$ cat src/colourPkg.sv
// Shared widths, coefficients, register map and clipping helper for the colour-conversion core
`default_nettype none

package colourPkg;

	localparam int AddrWidth = 18;
	localparam int DataWidth = 16;
	localparam int MemReadLatency = 2;     // Request to data, in cycles

	typedef logic [7:0] sample_t;
	typedef logic [AddrWidth-1:0] addr_t;
	typedef logic [DataWidth-1:0] word_t;

	// Six-tap interpolation filter
	localparam logic [8:0] CoefNear = 9'd159;
	localparam logic [8:0] CoefMid = 9'd52;
	localparam logic [8:0] CoefFar = 9'd21;

	// Colour-space matrix, 16 fractional bits
	localparam logic [17:0] CscY = 18'd76284;
	localparam logic [17:0] CscRv = 18'd104595;
	localparam logic [17:0] CscGu = 18'd25624;
	localparam logic [17:0] CscGv = 18'd53281;
	localparam logic [17:0] CscBu = 18'd132251;

	localparam sample_t LumaOffset = 8'd16;
	localparam sample_t ChromaOffset = 8'd128;

	// APB register offsets
	localparam logic [3:0] RegCtrl = 4'h0;
	localparam logic [3:0] RegStatus = 4'h4;
	localparam logic [3:0] RegRows = 4'h8;

	// Saturate a signed intermediate to one pixel component
	function automatic sample_t clipSample(input logic signed [31:0] value);
		if (value < 0)
			return 8'd0;
		else if (value > 255)
			return 8'd255;
		return value[7:0];
	endfunction

endpackage

`default_nettype wire
$ cat src/rgbPairIf.sv
// One converted RGB pixel pair, passed from the converter to the memory writer
`timescale 1ns/1ps
`default_nettype none

interface rgbPairIf;
	import colourPkg::*;

	logic valid;
	logic rowLast;
	sample_t [1:0] r;         // Index 0 is the even pixel
	sample_t [1:0] g;
	sample_t [1:0] b;

	modport src (output valid, rowLast, r, g, b);
	modport dst (input valid, rowLast, r, g, b);

endinterface

`default_nettype wire

$ cat src/yuvPairIf.sv
// One pixel pair of luma and upsampled chroma, passed from the sequencer to the converter
`timescale 1ns/1ps
`default_nettype none

interface yuvPairIf;
	import colourPkg::*;

	logic valid;              // Single-cycle pulse, no ready
	logic rowLast;            // Final pair of a row
	sample_t [1:0] y;         // y[0] is the even pixel
	sample_t uEven, uOdd;     // Driven by the U upsampler
	sample_t vEven, vOdd;     // Driven by the V upsampler

	modport src (output valid, rowLast, y);
	modport dst (input valid, rowLast, y, uEven, uOdd, vEven, vOdd);

endinterface

`default_nettype wire

$ cat src/colourTop.sv
// Top level of the YUV 4:2:2 to RGB core, with APB control and plain memory ports
`timescale 1ns/1ps
`default_nettype none

module colourTop #(
	parameter int ImageWidth = 16,     // Multiple of 4
	parameter int ImageHeight = 4
) (
	input logic CLOCK_50_I,
	input logic resetn,
	input logic [3:0] paddr,
	input logic psel,
	input logic penable,
	input logic pwrite,
	input logic [31:0] pwdata,
	output logic [31:0] prdata,
	output logic pready,
	output logic pslverr,
	output logic memRdEn,
	output colourPkg::addr_t memRdAddr,
	input colourPkg::word_t memRdData,
	output logic memWrEn,
	output colourPkg::addr_t memWrAddr,
	output colourPkg::word_t memWrData
);

	// Y first, then U and V planes, then the RGB output
	localparam int PixelCount = ImageWidth * ImageHeight;
	localparam int UBase = PixelCount / 2;
	localparam int VBase = UBase + PixelCount / 4;
	localparam int RgbBase = VBase + PixelCount / 4;

	logic start;
	logic busy;
	logic rowDone;
	logic frameDone;
	logic uLoad;
	logic vLoad;
	logic shift;

	yuvPairIf yuvBus ();
	rgbPairIf rgbBus ();

	apbRegs regs (
		.CLOCK_50_I(CLOCK_50_I),
		.resetn(resetn),
		.paddr(paddr),
		.psel(psel),
		.penable(penable),
		.pwrite(pwrite),
		.pwdata(pwdata),
		.prdata(prdata),
		.pready(pready),
		.pslverr(pslverr),
		.start(start),
		.frameDone(frameDone),
		.rowDone(rowDone),
		.busy(busy)
	);

	frameSequencer #(
		.ImageWidth(ImageWidth),
		.ImageHeight(ImageHeight),
		.UBase(UBase),
		.VBase(VBase)
	) seq (
		.CLOCK_50_I(CLOCK_50_I),
		.resetn(resetn),
		.start(start),
		.memRdEn(memRdEn),
		.memRdAddr(memRdAddr),
		.memRdData(memRdData),
		.uLoad(uLoad),
		.vLoad(vLoad),
		.shift(shift),
		.pair(yuvBus.src)
	);

	// Window refills once the last pair of a row has left
	chromaUpsampler uUps (
		.CLOCK_50_I(CLOCK_50_I),
		.resetn(resetn),
		.load(uLoad),
		.word(memRdData),
		.shift(shift),
		.rowStart(yuvBus.valid & yuvBus.rowLast),
		.outEven(yuvBus.uEven),
		.outOdd(yuvBus.uOdd)
	);

	chromaUpsampler vUps (
		.CLOCK_50_I(CLOCK_50_I),
		.resetn(resetn),
		.load(vLoad),
		.word(memRdData),
		.shift(shift),
		.rowStart(yuvBus.valid & yuvBus.rowLast),
		.outEven(yuvBus.vEven),
		.outOdd(yuvBus.vOdd)
	);

	colourConverter csc (
		.CLOCK_50_I(CLOCK_50_I),
		.resetn(resetn),
		.yuv(yuvBus.dst),
		.rgb(rgbBus.src)
	);

	rgbWriter #(
		.RgbBase(RgbBase),
		.ImageHeight(ImageHeight)
	) writer (
		.CLOCK_50_I(CLOCK_50_I),
		.resetn(resetn),
		.start(start),
		.rgb(rgbBus.dst),
		.memWrEn(memWrEn),
		.memWrAddr(memWrAddr),
		.memWrData(memWrData),
		.rowDone(rowDone),
		.frameDone(frameDone)
	);

endmodule

`default_nettype wire

$ cat src/rgbWriter.sv
// Packs each RGB pixel pair into three memory words and tracks rows to signal frame end
`timescale 1ns/1ps
`default_nettype none

module rgbWriter #(
	parameter int RgbBase = 96,
	parameter int ImageHeight = 4
) (
	input logic CLOCK_50_I,
	input logic resetn,
	input logic start,
	rgbPairIf.dst rgb,
	output logic memWrEn,
	output colourPkg::addr_t memWrAddr,
	output colourPkg::word_t memWrData,
	output logic rowDone,
	output logic frameDone
);
	import colourPkg::*;

	localparam int RowW = $clog2(ImageHeight + 1);

	sample_t [1:0] rHeld, gHeld, bHeld;
	logic heldLast;
	logic [1:0] phase;             // 1..3 while writing, 0 when idle
	logic [RowW-1:0] rowCnt;

	assign memWrEn = phase != 2'd0;

	always_comb begin
		case (phase)
			2'd1: memWrData = {rHeld[0], gHeld[0]};
			2'd2: memWrData = {bHeld[0], rHeld[1]};
			default: memWrData = {gHeld[1], bHeld[1]};
		endcase
	end

	always_ff @(posedge CLOCK_50_I) begin
		if (rgb.valid) begin
			rHeld <= rgb.r;
			gHeld <= rgb.g;
			bHeld <= rgb.b;
			heldLast <= rgb.rowLast;
		end
	end

	always_ff @(posedge CLOCK_50_I or negedge resetn) begin
		if (!resetn) begin
			phase <= 2'd0;
			memWrAddr <= addr_t'(RgbBase);
			rowCnt <= '0;
			rowDone <= 1'b0;
			frameDone <= 1'b0;
		end else begin
			rowDone <= 1'b0;
			frameDone <= 1'b0;
			if (rgb.valid)
				phase <= 2'd1;
			else if (phase != 2'd0)
				phase <= phase + 2'd1;     // Wraps to idle after the third word
			if (memWrEn)
				memWrAddr <= memWrAddr + 1'b1;
			if (phase == 2'd3 && heldLast) begin
				rowDone <= 1'b1;
				if (rowCnt == RowW'(ImageHeight - 1)) begin
					frameDone <= 1'b1;
					rowCnt <= '0;
				end else begin
					rowCnt <= rowCnt + 1'b1;
				end
			end
			if (start) begin
				memWrAddr <= addr_t'(RgbBase);
				rowCnt <= '0;
			end
		end
	end

endmodule

`default_nettype wire

$ cat src/colourConverter.sv
// Three-stage YUV to RGB matrix for both pixels of a pair, with clipping
`timescale 1ns/1ps
`default_nettype none

module colourConverter (
	input logic CLOCK_50_I,
	input logic resetn,
	yuvPairIf.dst yuv,
	rgbPairIf.src rgb
);
	import colourPkg::*;

	logic signed [8:0] yOff [2];
	logic signed [8:0] uOff [2];
	logic signed [8:0] vOff [2];
	logic signed [31:0] yProd [2];
	logic signed [31:0] rvProd [2];
	logic signed [31:0] guProd [2];
	logic signed [31:0] gvProd [2];
	logic signed [31:0] buProd [2];
	logic signed [31:0] rSum [2];
	logic signed [31:0] gSum [2];
	logic signed [31:0] bSum [2];
	logic s1Valid, s2Valid;
	logic s1Last, s2Last;

	// Valid and rowLast walk the pipe together
	always_ff @(posedge CLOCK_50_I or negedge resetn) begin
		if (!resetn) begin
			s1Valid <= 1'b0;
			s2Valid <= 1'b0;
			rgb.valid <= 1'b0;
			s1Last <= 1'b0;
			s2Last <= 1'b0;
			rgb.rowLast <= 1'b0;
		end else begin
			s1Valid <= yuv.valid;
			s2Valid <= s1Valid;
			rgb.valid <= s2Valid;
			s1Last <= yuv.valid & yuv.rowLast;
			s2Last <= s1Last;
			rgb.rowLast <= s2Last;
		end
	end

	always_ff @(posedge CLOCK_50_I) begin
		// Stage 1, remove offsets
		yOff[0] <= $signed({1'b0, yuv.y[0]}) - $signed({1'b0, LumaOffset});
		yOff[1] <= $signed({1'b0, yuv.y[1]}) - $signed({1'b0, LumaOffset});
		uOff[0] <= $signed({1'b0, yuv.uEven}) - $signed({1'b0, ChromaOffset});
		uOff[1] <= $signed({1'b0, yuv.uOdd}) - $signed({1'b0, ChromaOffset});
		vOff[0] <= $signed({1'b0, yuv.vEven}) - $signed({1'b0, ChromaOffset});
		vOff[1] <= $signed({1'b0, yuv.vOdd}) - $signed({1'b0, ChromaOffset});

		for (int i = 0; i < 2; i++) begin
			// Stage 2, products
			yProd[i] <= $signed({1'b0, CscY}) * yOff[i];
			rvProd[i] <= $signed({1'b0, CscRv}) * vOff[i];
			guProd[i] <= $signed({1'b0, CscGu}) * uOff[i];
			gvProd[i] <= $signed({1'b0, CscGv}) * vOff[i];
			buProd[i] <= $signed({1'b0, CscBu}) * uOff[i];

			// Stage 3, drop the fraction and saturate
			rgb.r[i] <= clipSample(rSum[i] >>> 16);
			rgb.g[i] <= clipSample(gSum[i] >>> 16);
			rgb.b[i] <= clipSample(bSum[i] >>> 16);
		end
	end

	always_comb begin
		for (int i = 0; i < 2; i++) begin
			rSum[i] = yProd[i] + rvProd[i];
			gSum[i] = yProd[i] - guProd[i] - gvProd[i];
			bSum[i] = yProd[i] + buProd[i];
		end
	end

endmodule

`default_nettype wire

$ cat src/chromaUpsampler.sv
// Six-sample chroma window and interpolation filter producing one pair's even and odd samples
`timescale 1ns/1ps
`default_nettype none

module chromaUpsampler (
	input logic CLOCK_50_I,
	input logic resetn,
	input logic load,
	input colourPkg::word_t word,
	input logic shift,
	input logic rowStart,
	output colourPkg::sample_t outEven,
	output colourPkg::sample_t outOdd
);
	import colourPkg::*;

	sample_t win [6];          // c[k-2] .. c[k+3]
	word_t holdWord;           // Next two samples waiting to enter
	logic [1:0] holdCnt;
	logic [1:0] fillCnt;       // Words placed directly into the window
	sample_t nextIn;
	sample_t evenReg;
	logic [17:0] posSum;
	logic [17:0] negSum;
	logic signed [18:0] acc;
	logic signed [31:0] rounded;

	// Nothing left in the row, so the last sample repeats
	always_comb begin
		case (holdCnt)
			2'd2: nextIn = holdWord[15:8];
			2'd1: nextIn = holdWord[7:0];
			default: nextIn = win[5];
		endcase
	end

	assign posSum = 18'(CoefFar) * (18'(win[0]) + 18'(win[5]))
		+ 18'(CoefNear) * (18'(win[2]) + 18'(win[3]));
	assign negSum = 18'(CoefMid) * (18'(win[1]) + 18'(win[4]));

	always_ff @(posedge CLOCK_50_I or negedge resetn) begin
		if (!resetn) begin
			fillCnt <= 2'd0;
			holdCnt <= 2'd0;
		end else if (rowStart) begin
			fillCnt <= 2'd0;
			holdCnt <= 2'd0;
		end else begin
			if (load && fillCnt != 2'd2)
				fillCnt <= fillCnt + 2'd1;
			if (load && fillCnt == 2'd2)
				holdCnt <= 2'd2;
			else if (shift && holdCnt != 2'd0)
				holdCnt <= holdCnt - 2'd1;
		end
	end

	always_ff @(posedge CLOCK_50_I) begin
		if (load && fillCnt == 2'd0) begin
			// Sample 0 fills the low end, sample 1 stands in for the rest
			win[0] <= word[15:8];
			win[1] <= word[15:8];
			win[2] <= word[15:8];
			win[3] <= word[7:0];
			win[4] <= word[7:0];
			win[5] <= word[7:0];
		end else if (load && fillCnt == 2'd1) begin
			win[4] <= word[15:8];
			win[5] <= word[7:0];
		end else if (load) begin
			holdWord <= word;
		end
		if (shift) begin
			for (int i = 0; i < 5; i++)
				win[i] <= win[i+1];
			win[5] <= nextIn;
			acc <= $signed({1'b0, posSum}) - $signed({1'b0, negSum});
			evenReg <= win[2];
		end
	end

	assign rounded = (acc + 32'sd128) >>> 8;
	assign outEven = evenReg;
	assign outOdd = clipSample(rounded);

endmodule

`default_nettype wire

$ cat src/frameSequencer.sv
// Issues the Y, U and V memory reads of a frame and routes returning words by tag
`timescale 1ns/1ps
`default_nettype none

module frameSequencer #(
	parameter int ImageWidth = 16,
	parameter int ImageHeight = 4,
	parameter int UBase = 32,
	parameter int VBase = 48
) (
	input logic CLOCK_50_I,
	input logic resetn,
	input logic start,
	output logic memRdEn,
	output colourPkg::addr_t memRdAddr,
	input colourPkg::word_t memRdData,
	output logic uLoad,
	output logic vLoad,
	output logic shift,
	yuvPairIf.src pair
);
	import colourPkg::*;

	localparam int PairsPerRow = ImageWidth / 2;
	localparam int ChromaWords = ImageWidth / 4;
	localparam int PrefetchWords = (ChromaWords < 3) ? ChromaWords : 3;
	localparam int PairW = $clog2(PairsPerRow);
	localparam int WordW = $clog2(ChromaWords + 1);
	localparam int RowW = $clog2(ImageHeight + 1);

	localparam logic [1:0] SIdle = 2'd0;
	localparam logic [1:0] SPrefetch = 2'd1;
	localparam logic [1:0] SPairs = 2'd2;

	localparam logic [1:0] TagNone = 2'd0;
	localparam logic [1:0] TagY = 2'd1;
	localparam logic [1:0] TagU = 2'd2;
	localparam logic [1:0] TagV = 2'd3;

	logic [1:0] state;
	logic [1:0] phase;                 // Cycle within a 4-cycle pair slot
	logic [PairW-1:0] pairCnt;
	logic [RowW-1:0] rowCnt;
	logic [2:0] pfStep;
	logic [WordW-1:0] wordCnt;         // Chroma words read in this row
	addr_t yAddr, uAddr, vAddr;
	logic [1:0] issueTag;
	logic [2:0] issue;
	logic [2:0] tagPipe [MemReadLatency];
	logic [2:0] tagOut;
	logic lastPair;
	logic needWord;

	assign lastPair = pairCnt == PairW'(PairsPerRow - 1);
	// A fresh chroma word on every odd pair until the row runs out
	assign needWord = pairCnt[0] && (wordCnt < WordW'(ChromaWords));

	always_comb begin
		issueTag = TagNone;
		memRdAddr = yAddr;
		if (state == SPrefetch) begin
			if (pfStep[0]) begin
				issueTag = TagV;
				memRdAddr = vAddr;
			end else begin
				issueTag = TagU;
				memRdAddr = uAddr;
			end
		end else if (state == SPairs) begin
			case (phase)
				2'd0: issueTag = TagY;
				2'd1: begin
					if (needWord) begin
						issueTag = TagU;
						memRdAddr = uAddr;
					end
				end
				2'd2: begin
					if (needWord) begin
						issueTag = TagV;
						memRdAddr = vAddr;
					end
				end
				default: issueTag = TagNone;
			endcase
		end
	end

	assign memRdEn = issueTag != TagNone;
	assign issue = {lastPair, issueTag};

	always_ff @(posedge CLOCK_50_I or negedge resetn) begin
		if (!resetn) begin
			state <= SIdle;
			phase <= 2'd0;
			pairCnt <= '0;
			rowCnt <= '0;
			pfStep <= 3'd0;
			wordCnt <= '0;
			yAddr <= '0;
			uAddr <= '0;
			vAddr <= '0;
		end else begin
			if (issueTag == TagY)
				yAddr <= yAddr + 1'b1;
			if (issueTag == TagU)
				uAddr <= uAddr + 1'b1;
			if (issueTag == TagV) begin
				vAddr <= vAddr + 1'b1;
				wordCnt <= wordCnt + 1'b1;
			end
			case (state)
				SIdle: begin
					if (start) begin
						state <= SPrefetch;
						yAddr <= '0;
						uAddr <= addr_t'(UBase);
						vAddr <= addr_t'(VBase);
						rowCnt <= '0;
						pfStep <= 3'd0;
						wordCnt <= '0;
					end
				end
				SPrefetch: begin
					pfStep <= pfStep + 3'd1;
					if (pfStep == 3'(2 * PrefetchWords - 1)) begin
						state <= SPairs;
						phase <= 2'd0;
						pairCnt <= '0;
					end
				end
				SPairs: begin
					phase <= phase + 2'd1;
					if (phase == 2'd3) begin
						pairCnt <= pairCnt + 1'b1;
						if (lastPair) begin
							pairCnt <= '0;
							pfStep <= 3'd0;
							wordCnt <= '0;
							rowCnt <= rowCnt + 1'b1;
							state <= (rowCnt == RowW'(ImageHeight - 1)) ? SIdle : SPrefetch;
						end
					end
				end
				default: state <= SIdle;
			endcase
		end
	end

	// Tag travels alongside each read so the returning word can be routed
	always_ff @(posedge CLOCK_50_I or negedge resetn) begin
		if (!resetn) begin
			for (int i = 0; i < MemReadLatency; i++)
				tagPipe[i] <= {1'b0, TagNone};
		end else begin
			tagPipe[0] <= issue;
			for (int i = 1; i < MemReadLatency; i++)
				tagPipe[i] <= tagPipe[i-1];
		end
	end

	assign tagOut = tagPipe[MemReadLatency-1];
	assign shift = tagOut[1:0] == TagY;
	assign uLoad = tagOut[1:0] == TagU;
	assign vLoad = tagOut[1:0] == TagV;

	always_ff @(posedge CLOCK_50_I or negedge resetn) begin
		if (!resetn) begin
			pair.valid <= 1'b0;
			pair.rowLast <= 1'b0;
		end else begin
			pair.valid <= shift;
			pair.rowLast <= shift & tagOut[2];
		end
	end

	always_ff @(posedge CLOCK_50_I) begin
		if (shift)
			pair.y <= {memRdData[7:0], memRdData[15:8]};   // Even pixel in high byte
	end

endmodule

`default_nettype wire

$ cat src/apbRegs.sv
// APB slave holding the start control, busy/done status and completed-row count
`timescale 1ns/1ps
`default_nettype none

module apbRegs (
	input logic CLOCK_50_I,
	input logic resetn,
	input logic [3:0] paddr,
	input logic psel,
	input logic penable,
	input logic pwrite,
	input logic [31:0] pwdata,
	output logic [31:0] prdata,
	output logic pready,
	output logic pslverr,
	output logic start,
	input logic frameDone,
	input logic rowDone,
	output logic busy
);
	import colourPkg::*;

	logic done;
	logic [15:0] rowCnt;
	logic access;
	logic mapped;

	assign access = psel & penable;   // Access phase
	assign mapped = paddr inside {RegCtrl, RegStatus, RegRows};
	assign pready = 1'b1;
	assign pslverr = access & ~mapped;

	// Start only taken while idle, otherwise the write is dropped
	assign start = access & pwrite & (paddr == RegCtrl) & pwdata[0] & ~busy;

	always_comb begin
		case (paddr)
			RegStatus: prdata = {30'd0, done, busy};
			RegRows: prdata = {16'd0, rowCnt};
			default: prdata = 32'd0;
		endcase
	end

	always_ff @(posedge CLOCK_50_I or negedge resetn) begin
		if (!resetn) begin
			busy <= 1'b0;
			done <= 1'b0;
			rowCnt <= 16'd0;
		end else if (start) begin
			busy <= 1'b1;
			done <= 1'b0;
			rowCnt <= 16'd0;
		end else begin
			if (rowDone)
				rowCnt <= rowCnt + 16'd1;
			if (frameDone) begin
				busy <= 1'b0;
				done <= 1'b1;     // Sticky until the next start
			end
		end
	end

endmodule

`default_nettype wire

$ cat config.mk
export PLATFORM = sky130hd
export DESIGN_NAME = colourTop
export DESIGN_NICKNAME = d
export VERILOG_FILES = /design/src/colourPkg.sv /design/src/rgbPairIf.sv /design/src/yuvPairIf.sv /design/src/colourTop.sv /design/src/rgbWriter.sv /design/src/colourConverter.sv /design/src/chromaUpsampler.sv /design/src/frameSequencer.sv /design/src/apbRegs.sv
export SDC_FILE = /design/constraint.sdc
export NUM_CORES = 2
export LEC_CHECK = 0
export BUFFER_PORTS_ARGS = -buffer_cell sky130_fd_sc_hd__buf_2
export CAP_MARGIN = 20
export CORE_ASPECT_RATIO = 0.7
export CORE_MARGIN = 2
export CORE_UTILIZATION = 55
export DETAILED_ROUTE_END_ITERATION = 8
export PLACE_DENSITY_LB_ADDON = 0.2
export SLEW_MARGIN = 5
export SYNTH_ARGS = -nofsm -noshare
export SYNTH_HDL_FRONTEND = slang
export SYNTH_SLANG_ARGS = --single-unit
$ cat constraint.sdc
create_clock -name CLOCK_50_I -period 14.2 [get_ports CLOCK_50_I]
set_input_delay 1.42 -clock CLOCK_50_I [delete_from_list [all_inputs] [get_ports CLOCK_50_I]]
set_output_delay 1.42 -clock CLOCK_50_I [all_outputs]
set_load 0.1 [all_outputs]
* Yosys cells after proc, flatten, opt, wreduce, memory -nomap -nowiden *
Memories as Yosys holds them, arrays and structs flattened.
Index checks and enable logic that the tools add are counted.

cells by class
  muxes and demuxes = 143
  order comparisons = 17
  reductions and logical operators = 41
  add/subtract/negate cells = 42
  multipliers = 16
  bitwise logic cells = 30
  eq/ne operators = 34

operators with widths
  kind                                                            number
  two-way mux 8 bit                                               40
  two-way mux 18 bit                                              16
  adder 32 bit                                                    4
  subtractor 32 bit                                               4
  greater-than comparator 16 x 9 -> 1 bit, second input constant  6
  < comparator 16 x 1 -> 1 bit, second input constant             6
  adder 18 x 1 -> 18 bit, second input constant                   4
  one-hot mux 16 bit (2 select lines)                             2
  multiplier 19 x 9 -> 28 bit, first input constant               2
  adder 8 x 8 -> 9 bit                                            6
  multiplier 18 x 9 -> 27 bit, first input constant               2
  multiplier 17 x 9 -> 26 bit, first input constant               2
  multiplier 16 x 9 -> 25 bit, first input constant               2
  two-way mux 3 bit                                               15
  multiplier 13 x 9 -> 22 bit, first input constant               2
  two-way mux 2 bit                                               21
  adder 19 x 9 -> 20 bit, second input constant                   2
  subtractor 18 x 18 -> 19 bit                                    2
  two-way mux 1 bit                                               37
  adder 18 bit                                                    2
  multiplier 4 x 18 -> 16 bit, first input constant               2
  multiplier 5 x 18 -> 18 bit, first input constant               2
  multiplier 8 x 18 -> 18 bit, first input constant               2
  one-hot mux 18 bit (2 select lines)                             1
  other kinds (34)                                                139

word-level totals
  memory bits (writable) = 460
  flip-flop bits (word level) = 334
  memories kept = 10
  input bits = 57
  logic and storage cells = 385

memory list
  name             depth  width  rd ports  clocked after Yosys merged registers in  write ports  RTL line               text
  csc.buProd       2      32     2         0                                        2            colourConverter.sv:20  logic signed [31:0] buProd [2];
  csc.gvProd       2      32     2         0                                        2            colourConverter.sv:19  logic signed [31:0] gvProd [2];
  csc.rvProd       2      32     2         0                                        2            colourConverter.sv:17  logic signed [31:0] rvProd [2];
  csc.yProd        2      30     2         0                                        2            colourConverter.sv:16  logic signed [31:0] yProd [2];
  csc.guProd       2      29     2         0                                        2            colourConverter.sv:18  logic signed [31:0] guProd [2];
  uUps.win         6      8      6         0                                        6            chromaUpsampler.sv:17  sample_t win [6];
  4 more memories  --     --     --        --                                       --           --

* Depth between registers and ports, before layout *
  word-level depth = 11
  gate-level depth with buffers = 32
  gate-level depth less buffers = 32

* Cells and area by module *
A second synthesis with hierarchy kept.

unflattened totals
  cell total of the unflattened synthesis = 5843
  area, all modules = 59828.6 µm²

by module, submodules not included
  module                   cells an instance  area each (µm²)  times used  seq. area each (µm²)
  colourConverter          3378               33513.4          1           7036.7
  chromaUpsampler at vUps  798                8506.9           1           2622.5
  chromaUpsampler at uUps  774                8360.5           1           2622.5
  frameSequencer           525                5241.3           1           2432.3
  rgbWriter                234                3029.2           1           2098.3
  apbRegs                  133                1171.1           1           450.4
  colourTop                1                  6.3              1           0.0

* Worst setup path before layout *
No wires, ideal clock.

  kind = reg-to-reg
  start point = mem vUps.win[0][16] (netlist bit)
  end point = reg vUps.acc[17] (data pin)
  slack = 6807 ps
  stages on the path, launching flop included = 32
  required time = 13931 ps
  arrival = 7125 ps
  path through = edfxtp_1 > ha_1 > fa_1 > a21oi_1 > nor2_1 > nor2_1 > o21bai_1 > a21oi_1 > xnor2_1 > inv_1 > fa_1 > fa_1 > inv_1 > ha_1 > fa_1 > inv_1 > fa_1 > inv_1 > ha_1 > a21boi_0 > o21a_1 > nor2_1 > o21ai_0 > a21oi_1 > o21ba_2 > xnor2_1 > ha_1 > and3_1 > a21oi_1 > o211ai_1 > a22oi_1 > xor2_1

RTL lines
  item                    RTL line               text
  start: declaration      chromaUpsampler.sv:17
  end signal: assignment  chromaUpsampler.sv:77  acc <= $signed({1'b0, posSum}) - $signed({1'b0, negSum});
  end: declaration        chromaUpsampler.sv:25  logic signed [18:0] acc;

==> reports/metrics.cfg <==
[synth]
synth_cell_types = 88
yosysMostFrequentCell = ha_1
synth_area_um2 = 58400
yosys_warnings = 0
yosysTopAreaCell = ha_1
synth_commonest_cells = ha_1 (1149), inv_1 (894), fa_1 (350)
synth_area_leaders = ha_1 (25%), fa_1 (12%), edfxtp_1 (12%)
synth-edff-count = 233
syn-mean-instance-area_um2 = 10.2
synthCells = 5752
yosysTopAreaCellShare_pct = 24.6
ys_seq_area_share_pct = 29.6
synth-main-ff-cell = dfxtp_1
ys_ff_latch = 712
async_flop_share_pct = 19.0

[timing]
whs_ns = 0.330
max-slew-margin-rel_pct = 37.9
fmax_mhz = 117
tightest_slew_ns = 0.931
finalHoldViolations = 0
clock_skew_ns = 0.0421
finalSetupViolCount = 0
period_needed_ns = 8.55
finalMaxSlewViolations = 0
period_share_pct = 60.2
rsz0062_at_grt = false
tns_ns = 0

[setup_path]
slowest_stage = fa_1
critPathLaunchType = flop
end_kind = flop
cp_slowest_stage_delay_ns = 0.55
crit_arrival_ns = 8.96
cp_top_family = adder cells
critPathMaxFanout = 5
required_ns = 14.61
cpMostUsedCell = fa_1
crit_buf_inv = 4
critical_path_class = reg -> reg

[drt]
met3_length_um = 8770
num_vias = 40500
ant_nets = 0
avgRoutedWirePerCell_um = 17.8
first_pass_iters = 6
drc = 0
top_layer = met4
wl_met2_um = 52600
wl_um = 131000
drtIter0Drc = 2895
m1WireLength_um = 67000
vias_per_cell = 5.50

[clocking]
clk_pin_slew_ns = 0.07
ctsResizeCount = 0
ctsHoldBuffers = 0
cts_setup_buffers = 0
cts_sinks = 712
clk-insertion-delay-late_ns = 0.69
numCtsBuffers = 74
h-tree-depth = 3
root_buffer = clkbuf_16
cts_tree = yes
clockBufferDepth = 3

[global_route]
grt_pass1_wl_um = 211000
antenna_found_initial = 7
grt_pass1_vias = 39700
grt-ovfl-total = 0
grt_start_max_net_pins = 98
gr-usage-all-layers_pct = 24.2

[finish]
drive_above_1_share_pct = 5.13
nFillCells = 8897
synthToLayoutAreaGrowth_pct = 8.17
num-nets-final = 7440
multi_input_area_um2 = 37500
register_area_um2 = 17300

[power]
cellPowerDensity_nw_per_um2 = 86.4
leakage_nw = 31.6
power_mw = 5.46
vdd_drop_max_v = 0.000114

[flow_run]
maxCapViolations = 0

[placed_design]
gp_congestion = 0.896
io_buffers = 96
hpwl_um = 105000

[floorplan]
fp-row-count = 99
fp.dieH_um = 277
die_x_um = 393
ioPinCount = 145
start_util_pct = 55.7
die_area_um2 = 109000
coreArea_um2 = 105000

[outcome]
status = finished, final reports clean

[hold_path]
hold_class = reg -> reg

-- state kept, by name, indices dropped and copies added, names as in the netlist, 18 cells and up --
register / cells
seq.vAddr: 18
seq.yAddr: 18
csc.rvProd: 50
csc.yProd: 50
vUps.win: 48
csc.yOff: 18
csc.gvProd: 52
uUps.win: 48
csc.guProd: 38
seq.uAddr: 18
writer.memWrAddr: 18
csc.buProd: 56
-- path summary, 6_finish.rpt --
| path | slack, ns | cells past startpoint | start | endpoint |
|---|---|---|---|---|
| setup / recovery | 5.65 | 31 | vUps.win[0][16]$_DFFE_PP_ | vUps.acc[17]$_DFFE_PP_ |
| hold / removal | 0.33 | 0 | seq.pair.y[3]$_DFFE_PP_ | csc.yOff[0][3]$_DFF_P_ |
| setup reg to reg | 5.65 | 31 | vUps.win[0][16]$_DFFE_PP_ | vUps.acc[17]$_DFFE_PP_ |
| hold reg to reg | 0.33 | 0 | seq.pair.y[3]$_DFFE_PP_ | csc.yOff[0][3]$_DFF_P_ |
| max in group asynchronous | 12.00 | 2 | resetn | seq.tagOut[0]$_DFF_PN0_ |
| min in group asynchronous | 0.76 | 1 | resetn | regs.rowCnt[9]$_DFFE_PN0P_ |
-- per-stage QoR --
step | std cells | utilization [%] | instance area, um2 | worst slack [ns]
after floorplan | 5767 | - | 58500 | 6.81
after global placement | 7219 | 57.8 | 60500 | 5.94
after detailed placement | 7221 | 57.8 | 60600 | 5.76
after CTS | 7359 | 60.3 | 63200 | 5.68
after global routing | 7361 | 60.3 | 63200 | 5.06
final | 7362 | 60.3 | 63200 | 5.65
-- power breakdown --
group / switching [mW] / internal (mW) / leakage, nW
clock network: 0.886 / 1.16 / 1.25
registers: 0.0314 / 2.15 / 6.74
logic: 0.735 / 0.495 / 23.6
-- worst reg2reg max path: cells and delay by family (launching register included) --
kind                       cells  cell delay [ns]
DFF                            1             0.42
adders and majority gates      9             3.72
buffers and inverters          4             0.44
xor gates and xnor gates       3             0.67
and+or+nand+nor                4             0.50
AOI/OAI and AO/OA             11             2.53
-- routing by layer --
metal,vias up,track usage (%)
met5,-,0
met4,0,5.28
met3,143,4.77
met2,946,34.7
met1,19400,37.4
li1,20000,-
-- kinds of logic after synthesis --
family / synth area share [%]
xor+xnor: 5.82
mux: 1.26
flops: 29.6
buf+inv: 6.37
other cells: 0.0129
fa+ha+maj: 36.7
compound gates: 11.7
simple gates: 8.60
-- final cells by class --
class | count | area share (%)
multi-input cells | 4082 | 59.4
clock buffers | 100 | 3.31
flip-flops and latches | 712 | 27.3
well taps | 1414 | 2.80
clock inverters | 38 | 0.780
repair buffers | 120 | 1.09
inverters | 894 | 5.32
diodes | 2 | 0.00792
-- placed cells by master, fill, tap and decap left out, drive strengths merged, types with 45 or more instances in the layout --
master / Yosys / final
a21o: 139 / 139
a21oi: 325 / 325
and3: 64 / 64
buf: 23 / 119
clkbuf: 56 / 101
dfrtp: 134 / 134
dfxtp: 344 / 344
edfxtp: 233 / 233
fa: 350 / 350
ha: 1149 / 1149
inv: 894 / 897
mux2i: 62 / 62
nand2: 244 / 244
nand2b: 45 / 45
nand3: 90 / 90
nor2: 336 / 336
nor2b: 53 / 53
nor3: 80 / 80
o21a: 50 / 50
o21ai: 194 / 194
o21bai: 51 / 51
xnor2: 241 / 241
xor2: 147 / 147
Power figures use the tool's default switching activity.
